<file path="src/dg_pkg.sv">
package dg_pkg;

    // Graph stage command, a plain level shared by every unit and link
    typedef enum logic [2:0] {
        STAGE_IDLE                = 3'd0,
        STAGE_MEASUREMENT_LOADING = 3'd1,
        STAGE_GROW                = 3'd2,
        STAGE_MERGE               = 3'd3,
        STAGE_RESET_GRAPH         = 3'd4
    } stage_e;

    // Link slot of a processing unit
    typedef enum logic [2:0] {
        DIR_NORTH = 3'd0,  // Row i-1
        DIR_SOUTH = 3'd1,  // Row i+1
        DIR_WEST  = 3'd2,  // Column j-1
        DIR_EAST  = 3'd3,  // Column j+1
        DIR_DOWN  = 3'd4,  // Older round k-1
        DIR_UP    = 3'd5   // Newer round k+1
    } dir_e;

    localparam int NEIGHBOR_COUNT = 6;

    // Vertex address: {k, i, j} with each field clog2 of its grid width
    localparam int ADDRESS_WIDTH = 8;
    typedef logic [ADDRESS_WIDTH-1:0] address_t;

    localparam int WEIGHT_WIDTH = 4;
    typedef logic [WEIGHT_WIDTH-1:0] weight_t;

    // Unit to link, one per slot
    typedef struct packed {
        logic     grow;  // Defect bit of the unit
        address_t root;
    } pu_link_t;

    // Link back to unit, one per slot
    typedef struct packed {
        logic     fully_grown;
        address_t peer_root;  // Root of the unit across the link
    } link_pu_t;

endpackage

</file>
<file path="src/processing_unit.sv">
`timescale 1ns/1ps

module processing_unit #(
    parameter dg_pkg::address_t ADDRESS = '0
) (
    input  logic                                           clk,
    input  logic                                           rst_n_i,
    input  dg_pkg::stage_e                                 global_stage_i,

    input  logic                                           measurement_i,
    output logic                                           measurement_o,

    input  dg_pkg::link_pu_t [dg_pkg::NEIGHBOR_COUNT-1:0]  neighbor_i,
    output dg_pkg::pu_link_t [dg_pkg::NEIGHBOR_COUNT-1:0]  neighbor_o,

    output dg_pkg::address_t                               root_o,
    output logic                                           busy_o
);

    import dg_pkg::*;

    logic     measurement_q;  // Defect bit of this vertex for the current layer
    address_t root_q;
    address_t root_min;
    logic     busy_q;

    // Smallest root visible over the fully grown links
    always_comb begin
        root_min = root_q;
        for (int n = 0; n < NEIGHBOR_COUNT; n++) begin
            if (neighbor_i[n].fully_grown && (neighbor_i[n].peer_root < root_min)) begin
                root_min = neighbor_i[n].peer_root;
            end
        end
    end

    // Measurement shift register, one step per loading cycle
    always_ff @(posedge clk) begin
        if (!rst_n_i) begin
            measurement_q <= 1'b0;
        end else begin
            case (global_stage_i)
                STAGE_MEASUREMENT_LOADING: measurement_q <= measurement_i;
                STAGE_RESET_GRAPH:         measurement_q <= 1'b0;
                default:                   measurement_q <= measurement_q;
            endcase
        end
    end

    // Root register and merge activity flag
    always_ff @(posedge clk) begin
        if (!rst_n_i) begin
            root_q <= ADDRESS;
            busy_q <= 1'b0;
        end else begin
            case (global_stage_i)
                STAGE_MERGE: begin
                    root_q <= root_min;
                    busy_q <= (root_min != root_q);  // Still settling
                end
                STAGE_RESET_GRAPH: begin
                    root_q <= ADDRESS;
                    busy_q <= 1'b0;
                end
                STAGE_IDLE: begin
                    root_q <= root_q;
                    busy_q <= busy_q;
                end
                default: begin
                    // Loading and growing leave the roots alone
                    root_q <= root_q;
                    busy_q <= 1'b0;
                end
            endcase
        end
    end

    // Same request and root on every slot
    always_comb begin
        for (int n = 0; n < NEIGHBOR_COUNT; n++) begin
            neighbor_o[n].grow = measurement_q;
            neighbor_o[n].root = root_q;
        end
    end

    assign measurement_o = measurement_q;  // On to the same (i, j) one round older
    assign root_o        = root_q;
    assign busy_o        = busy_q;

endmodule

</file>
<file path="src/neighbor_link.sv">
`timescale 1ns/1ps

module neighbor_link #(
    parameter int MAX_WEIGHT = 2
) (
    input  logic             clk,
    input  logic             rst_n_i,
    input  dg_pkg::stage_e   global_stage_i,

    input  dg_pkg::pu_link_t a_i,
    input  dg_pkg::pu_link_t b_i,
    output dg_pkg::link_pu_t a_o,
    output dg_pkg::link_pu_t b_o
);

    import dg_pkg::*;

    localparam weight_t                 MAX_W   = weight_t'(MAX_WEIGHT);
    localparam logic [WEIGHT_WIDTH:0]   MAX_SUM = {1'b0, MAX_W};

    weight_t                 growth_q;
    logic [1:0]              grow_count;  // 0, 1 or 2 sides asking to grow
    logic [WEIGHT_WIDTH:0]   growth_sum;  // One spare bit for the carry
    logic                    fully_grown;

    assign grow_count = {1'b0, a_i.grow} + {1'b0, b_i.grow};
    assign growth_sum = {1'b0, growth_q} + {{(WEIGHT_WIDTH-1){1'b0}}, grow_count};

    always_ff @(posedge clk) begin
        if (!rst_n_i) begin
            growth_q <= '0;
        end else begin
            case (global_stage_i)
                STAGE_GROW: begin
                    if (growth_sum >= MAX_SUM) begin
                        growth_q <= MAX_W;  // Saturate
                    end else begin
                        growth_q <= growth_sum[WEIGHT_WIDTH-1:0];
                    end
                end
                STAGE_RESET_GRAPH: growth_q <= '0;
                default:           growth_q <= growth_q;
            endcase
        end
    end

    assign fully_grown = (growth_q == MAX_W);

    // Roots cross over, each side sees the other one
    assign a_o.fully_grown = fully_grown;
    assign a_o.peer_root   = b_i.root;
    assign b_o.fully_grown = fully_grown;
    assign b_o.peer_root   = a_i.root;

endmodule

</file>
<file path="src/decoding_graph.sv">
`timescale 1ns/1ps

module decoding_graph #(
    parameter int GRID_WIDTH_X = 4,
    parameter int GRID_WIDTH_Z = 3,
    parameter int GRID_WIDTH_U = 3,
    parameter int MAX_WEIGHT   = 2
) (
    input  logic                                                     clk,
    input  logic                                                     rst_n_i,
    input  logic [GRID_WIDTH_X*GRID_WIDTH_Z-1:0]                     measurements_i,
    input  dg_pkg::stage_e                                           global_stage_i,
    output dg_pkg::address_t [GRID_WIDTH_X*GRID_WIDTH_Z*GRID_WIDTH_U-1:0] roots_o,
    output logic [GRID_WIDTH_X*GRID_WIDTH_Z*GRID_WIDTH_U-1:0]        busy_o
);

    import dg_pkg::*;

    localparam int X_BITS       = $clog2(GRID_WIDTH_X);
    localparam int Z_BITS       = $clog2(GRID_WIDTH_Z);
    localparam int PU_PER_ROUND = GRID_WIDTH_X * GRID_WIDTH_Z;
    localparam int PU_COUNT     = PU_PER_ROUND * GRID_WIDTH_U;

    // Per unit slot buses, indexed i*Z + j + k*X*Z
    pu_link_t [NEIGHBOR_COUNT-1:0] pu_out [PU_COUNT];
    wire link_pu_t [NEIGHBOR_COUNT-1:0] pu_in [PU_COUNT];

    logic [PU_COUNT-1:0] meas_in;
    logic [PU_COUNT-1:0] meas_out;

    for (genvar k = 0; k < GRID_WIDTH_U; k++) begin : g_k
        for (genvar i = 0; i < GRID_WIDTH_X; i++) begin : g_i
            for (genvar j = 0; j < GRID_WIDTH_Z; j++) begin : g_j
                localparam int       IDX  = i * GRID_WIDTH_Z + j + k * PU_PER_ROUND;
                localparam address_t ADDR =
                    address_t'((k << (X_BITS + Z_BITS)) + (i << Z_BITS) + j);

                processing_unit #(
                    .ADDRESS (ADDR)
                ) i_pu (
                    .clk            (clk),
                    .rst_n_i        (rst_n_i),
                    .global_stage_i (global_stage_i),
                    .measurement_i  (meas_in[IDX]),
                    .measurement_o  (meas_out[IDX]),
                    .neighbor_i     (pu_in[IDX]),
                    .neighbor_o     (pu_out[IDX]),
                    .root_o         (roots_o[IDX]),
                    .busy_o         (busy_o[IDX])
                );

                // Newest round enters at the top, older ones move down
                if (k == GRID_WIDTH_U - 1) begin : g_meas_top
                    assign meas_in[IDX] = measurements_i[i * GRID_WIDTH_Z + j];
                end else begin : g_meas_shift
                    assign meas_in[IDX] = meas_out[IDX + PU_PER_ROUND];
                end

                // NS link, (i-1, j, k) SOUTH to (i, j, k) NORTH
                if (i > 0) begin : g_ns
                    neighbor_link #(
                        .MAX_WEIGHT (MAX_WEIGHT)
                    ) i_link (
                        .clk            (clk),
                        .rst_n_i        (rst_n_i),
                        .global_stage_i (global_stage_i),
                        .a_i            (pu_out[IDX - GRID_WIDTH_Z][DIR_SOUTH]),
                        .b_i            (pu_out[IDX][DIR_NORTH]),
                        .a_o            (pu_in[IDX - GRID_WIDTH_Z][DIR_SOUTH]),
                        .b_o            (pu_in[IDX][DIR_NORTH])
                    );
                end else begin : g_ns_edge
                    assign pu_in[IDX][DIR_NORTH] = '0;
                end

                if (i == GRID_WIDTH_X - 1) begin : g_south_edge
                    assign pu_in[IDX][DIR_SOUTH] = '0;
                end

                // EW link, (i, j-1, k) EAST to (i, j, k) WEST
                if (j > 0) begin : g_ew
                    neighbor_link #(
                        .MAX_WEIGHT (MAX_WEIGHT)
                    ) i_link (
                        .clk            (clk),
                        .rst_n_i        (rst_n_i),
                        .global_stage_i (global_stage_i),
                        .a_i            (pu_out[IDX - 1][DIR_EAST]),
                        .b_i            (pu_out[IDX][DIR_WEST]),
                        .a_o            (pu_in[IDX - 1][DIR_EAST]),
                        .b_o            (pu_in[IDX][DIR_WEST])
                    );
                end else begin : g_ew_edge
                    assign pu_in[IDX][DIR_WEST] = '0;
                end

                if (j == GRID_WIDTH_Z - 1) begin : g_east_edge
                    assign pu_in[IDX][DIR_EAST] = '0;
                end

                // UD link, (i, j, k-1) UP to (i, j, k) DOWN
                if (k > 0) begin : g_ud
                    neighbor_link #(
                        .MAX_WEIGHT (MAX_WEIGHT)
                    ) i_link (
                        .clk            (clk),
                        .rst_n_i        (rst_n_i),
                        .global_stage_i (global_stage_i),
                        .a_i            (pu_out[IDX - PU_PER_ROUND][DIR_UP]),
                        .b_i            (pu_out[IDX][DIR_DOWN]),
                        .a_o            (pu_in[IDX - PU_PER_ROUND][DIR_UP]),
                        .b_o            (pu_in[IDX][DIR_DOWN])
                    );
                end else begin : g_ud_edge
                    assign pu_in[IDX][DIR_DOWN] = '0;  // Oldest round has nothing below
                end

                if (k == GRID_WIDTH_U - 1) begin : g_up_edge
                    assign pu_in[IDX][DIR_UP] = '0;
                end
            end
        end
    end

endmodule

</file>
<file path="config.mk">
export PLATFORM = sky130hd
export DESIGN_NAME = decoding_graph
export DESIGN_NICKNAME = d
export VERILOG_FILES = /design/src/dg_pkg.sv /design/src/processing_unit.sv /design/src/neighbor_link.sv /design/src/decoding_graph.sv
export SDC_FILE = /design/constraint.sdc
export NUM_CORES = 2
export LEC_CHECK = 0
export CAP_MARGIN = 20
export CORE_MARGIN = 1
export CORE_UTILIZATION = 25
export CTS_CLUSTER_SIZE = 12
export DETAILED_ROUTE_END_ITERATION = 10
export DONT_BUFFER_PORTS = 1
export GPL_TIMING_DRIVEN = 0
export HOLD_SLACK_MARGIN = 0.15
export PLACE_DENSITY = 0.38
export SYNTH_ARGS = -nofsm -noshare
export SYNTH_HDL_FRONTEND = slang
export SYNTH_SLANG_ARGS = --single-unit
</file>
<file path="constraint.sdc">
create_clock -name clk -period 13.9 [get_ports clk]
set_clock_uncertainty 0.2 [all_clocks]
set_input_delay 1.39 -clock clk [delete_from_list [all_inputs] [get_ports clk]]
set_output_delay 1.39 -clock clk [all_outputs]
set_load 0.01 [all_outputs]
</file>
==> reports/metrics.yaml <==
ys_ff_latch: 660
max_cap_viol_count: 0
reg2reg_from: "g_k[1].g_i[2].g_j[1].i_pu.root_o[1]$_SDFFE_PN0P_"
rr_endpoint: "g_k[1].g_i[2].g_j[1].i_pu.busy_o$_SDFFE_PN0P_"
synthesis.area_um2: 70000
portBuffers: 0
endpoint_kind: "flip-flop"
rrSetupSlack_ns: 0.44
max_stage_delay_ns: 0.60
hold_path_depth: 2
clock-sinks: 660
peakVddDrop_mv: 0.0953
grt_pass1_wl_mm: 634
holdBufCountCts: 0
routed_wl_mm: 481
rsz0062_at_grt: "false"
place_congestion: 0.987
antenna_found_initial: 70
cts.path.max_buffers: 4
crit_fanout: 10
period_share: 0.969
syn_inst: 8775
max_slew_margin: 0.106
yosys_warnings: 0
die_x_um: 531
timing.final.max_slew_violations: 0
leakage_nw: 33.8
layout.nets: 10157
drt_iter0_drc: 7949
fp.dieH_um: 531
cp.required_ns: 14.47
hold_path.class: "flip-flop to flip-flop"
fmax_ghz: 0.0743
cp_slowest_cell: "dfxtp_4"
cts_buffers: 102
grt_usage: 0.330
dp_cells: 12583
design_power_total_mw: 5.29
hold_end: "g_k[0].g_i[3].g_j[1].i_pu.busy_o$_SDFFE_PN0P_"
drc: 0
vias: 74323
setup-tns-final_ns: 0
syn2layout_area_growth_pct: 15.1
ys_types: 102
path_clk_slew_ns: 0.06
status: "finished, final reports clean"
cp_common_cell: "ha_1"
final_common_cell: "ha_1"
syn_nets: 9931
initial_core_util: 0.252
max_slew.worst_pin.slew_ns: 1.34
hpwl_mm: 376
ys_async_sr_fraction: 0
final_cell_mix: "ha_1 (1063), nand2_1 (748), nor2_1 (667)"
synth_edf_count: 0
routedWlPerCell_um: 37.5
grt_pass1_vias: 69571
n_fill_cell: 29794
finalCriticalPeriod_ns: 13.46
die-area_um2: 282000
grt.overflow.total: 0
ys_seq_area_frac: 0.189
p_per_area_nw_per_um2: 65.7
multiInputGateArea_um2: 53100
grt_max_degree: 17
cts_tree: "yes"
worst_r2r_path_depth: 56
syn_avg_cell_area_um2: 7.98
placeableCoreArea_um2: 277000
row_count: 193
cts-root-buf: "clkbuf_16"
io_pins: 341
setup_viol: 0
ys.flop_type: "dfxtp_1"
drtPass1Iterations: 6
viasPerCell: 5.80
htree_num_levels: 3
drive_above_1_share: 0.0974
worstHoldStart: "g_k[0].g_i[3].g_j[1].i_pu.busy_o$_SDFFE_PN0P_"
clk_latency_ns: 0.88
hold_viol: 0
cp-start-kind: "flip-flop"
worstPathArrival_ns: 14.03
instances_no_fill: 12821
antenna_left: 0
seq_area_um2: 13300
criticalPathCategory: "flip-flop to flip-flop"
power by group:
part	total, mW	internal, mW	switching (mW)
Sequential	1.98	1.90	0.0783
Clock	2.68	1.56	1.12
Combinational	0.627	0.189	0.437
Total	5.29	3.66	1.64
metrics by stage:
| stage | area [um2] | utilization | hold WS [ns] | setup slack (ns) |
|---|---|---|---|---|
| final | 80600 | 0.290 | 0.242 | 0.436 |
| after global routing | 80500 | 0.290 | 0.269 | 0.00620 |
| after CTS | 80100 | 0.289 | 0.245 | 0.000145 |
| after detailed placement | 76600 | 0.276 | 0.236 | -2.87 |
| after global placement | 74700 | 0.269 | 0.228 | -3.45 |
| after floorplan | 70000 | - | 0.217 | 1.88 |
per-layer routing:
layer / share of wire / vias to the layer above / GRT usage
met5: 0.00066 / - / 0
met4: 0.071 / 42 / 0.209
met3: 0.092 / 1155 / 0.0871
met2: 0.43 / 4092 / 0.509
met1: 0.41 / 36881 / 0.406
li1: - / 32153 / -
synthesized netlist by cell type (158+ instances only):
| cell type | number | area [um2] |
|---|---|---|
| a21o_1 | 236 | 1770 |
| a21oi_1 | 571 | 2860 |
| and2_1 | 320 | 2000 |
| clkbuf_1 | 382 | 1430 |
| dfxtp_1 | 660 | 13200 |
| ha_1 | 1064 | 13300 |
| inv_1 | 560 | 2100 |
| mux2_2 | 253 | 2850 |
| mux2i_1 | 416 | 4160 |
| nand2_1 | 749 | 2810 |
| nand4_1 | 158 | 988 |
| nor2_1 | 670 | 2510 |
| nor2b_1 | 224 | 1400 |
| o21ai_0 | 545 | 2730 |
| xnor2_1 | 222 | 1940 |
worst max path at each step:
stage | slack, ns | to | from | cells past startpoint
after floorplan | 1.88 | g_k[1].g_i[1].g_j[1].i_pu.busy_o$_SDFFE_PN0P_ | g_k[1].g_i[0].g_j[1].i_pu.root_o[1]$_SDFFE_PN0P_ | 57
after global placement | -3.45 | g_k[1].g_i[2].g_j[1].i_pu.busy_o$_SDFFE_PN0P_ | g_k[1].g_i[2].g_j[1].i_pu.root_o[1]$_SDFFE_PN0P_ | 54
after detailed placement | -2.87 | g_k[1].g_i[2].g_j[1].i_pu.busy_o$_SDFFE_PN0P_ | g_k[1].g_i[2].g_j[1].i_pu.root_o[1]$_SDFFE_PN0P_ | 55
after CTS | 0.0001 | g_k[1].g_i[2].g_j[1].i_pu.busy_o$_SDFFE_PN0P_ | g_k[1].g_i[2].g_j[1].i_pu.root_o[3]$_SDFFE_PN1P_ | 53
after global routing | 0.006 | g_k[2].g_i[2].g_j[1].i_pu.busy_o$_SDFFE_PN0P_ | g_k[2].g_i[2].g_j[1].i_pu.root_o[2]$_SDFFE_PN0P_ | 48
final | 0.44 | g_k[1].g_i[2].g_j[1].i_pu.busy_o$_SDFFE_PN0P_ | g_k[1].g_i[2].g_j[1].i_pu.root_o[1]$_SDFFE_PN0P_ | 56
state kept, by name, summed over array words and instances, names as in the netlist:
register,count
g_k.g_i.g_j.i_pu.root_o,288
g_k.g_i.g_j.i_pu.measurement_o,36
g_k.g_i.g_j.g_ud.i_link.growth_q,96
g_k.g_i.g_j.g_ew.i_link.growth_q,96
g_k.g_i.g_j.g_ns.i_link.growth_q,108
g_k.g_i.g_j.i_pu.busy_o,36
cell type report:
class / count / share of cell area
multi-input combinational: 7090 / 0.659
sequential: 660 / 0.165
tap: 3705 / 0.0575
clock buffer: 140 / 0.0357
inverter: 573 / 0.0272
timing repair buffer: 123 / 0.0254
buffer: 451 / 0.0244
clock inverter: 35 / 0.00489
antenna: 44 / 0.00137
logic make-up after synthesis:
group                      after synthesis  synth area share
buffers and inverters                 1025            0.0574
adders and majority gates             1141             0.212
and+or+nand+nor                       2673             0.191
DFF                                    660             0.189
muxes                                  669             0.100
AOI/OAI and AO/OA                     2331             0.217
xor gates and xnor gates               276            0.0345
worst max-delay path: cells and delay by family (launching register included):
kind / cells / cell delay [ns]
multiplexers: 6 / 2.24
adder cells (fa/ha/maj): 6 / 1.69
AND/OR/NAND/NOR: 14 / 2.51
buffers and inverters: 9 / 1.74
AO/OA/AOI/OAI: 20 / 4.16
XOR/XNOR: 1 / 0.15
flip-flops: 1 / 0.60
timing repair:
item                       in CTS  in global routing
resized for setup              74                 73
setup buffers                   9                  6
gates cloned                    0                  0
setup endpoints to repair      25                 41
pin swaps                       2                  3
Power figures use the tool's default switching activity.
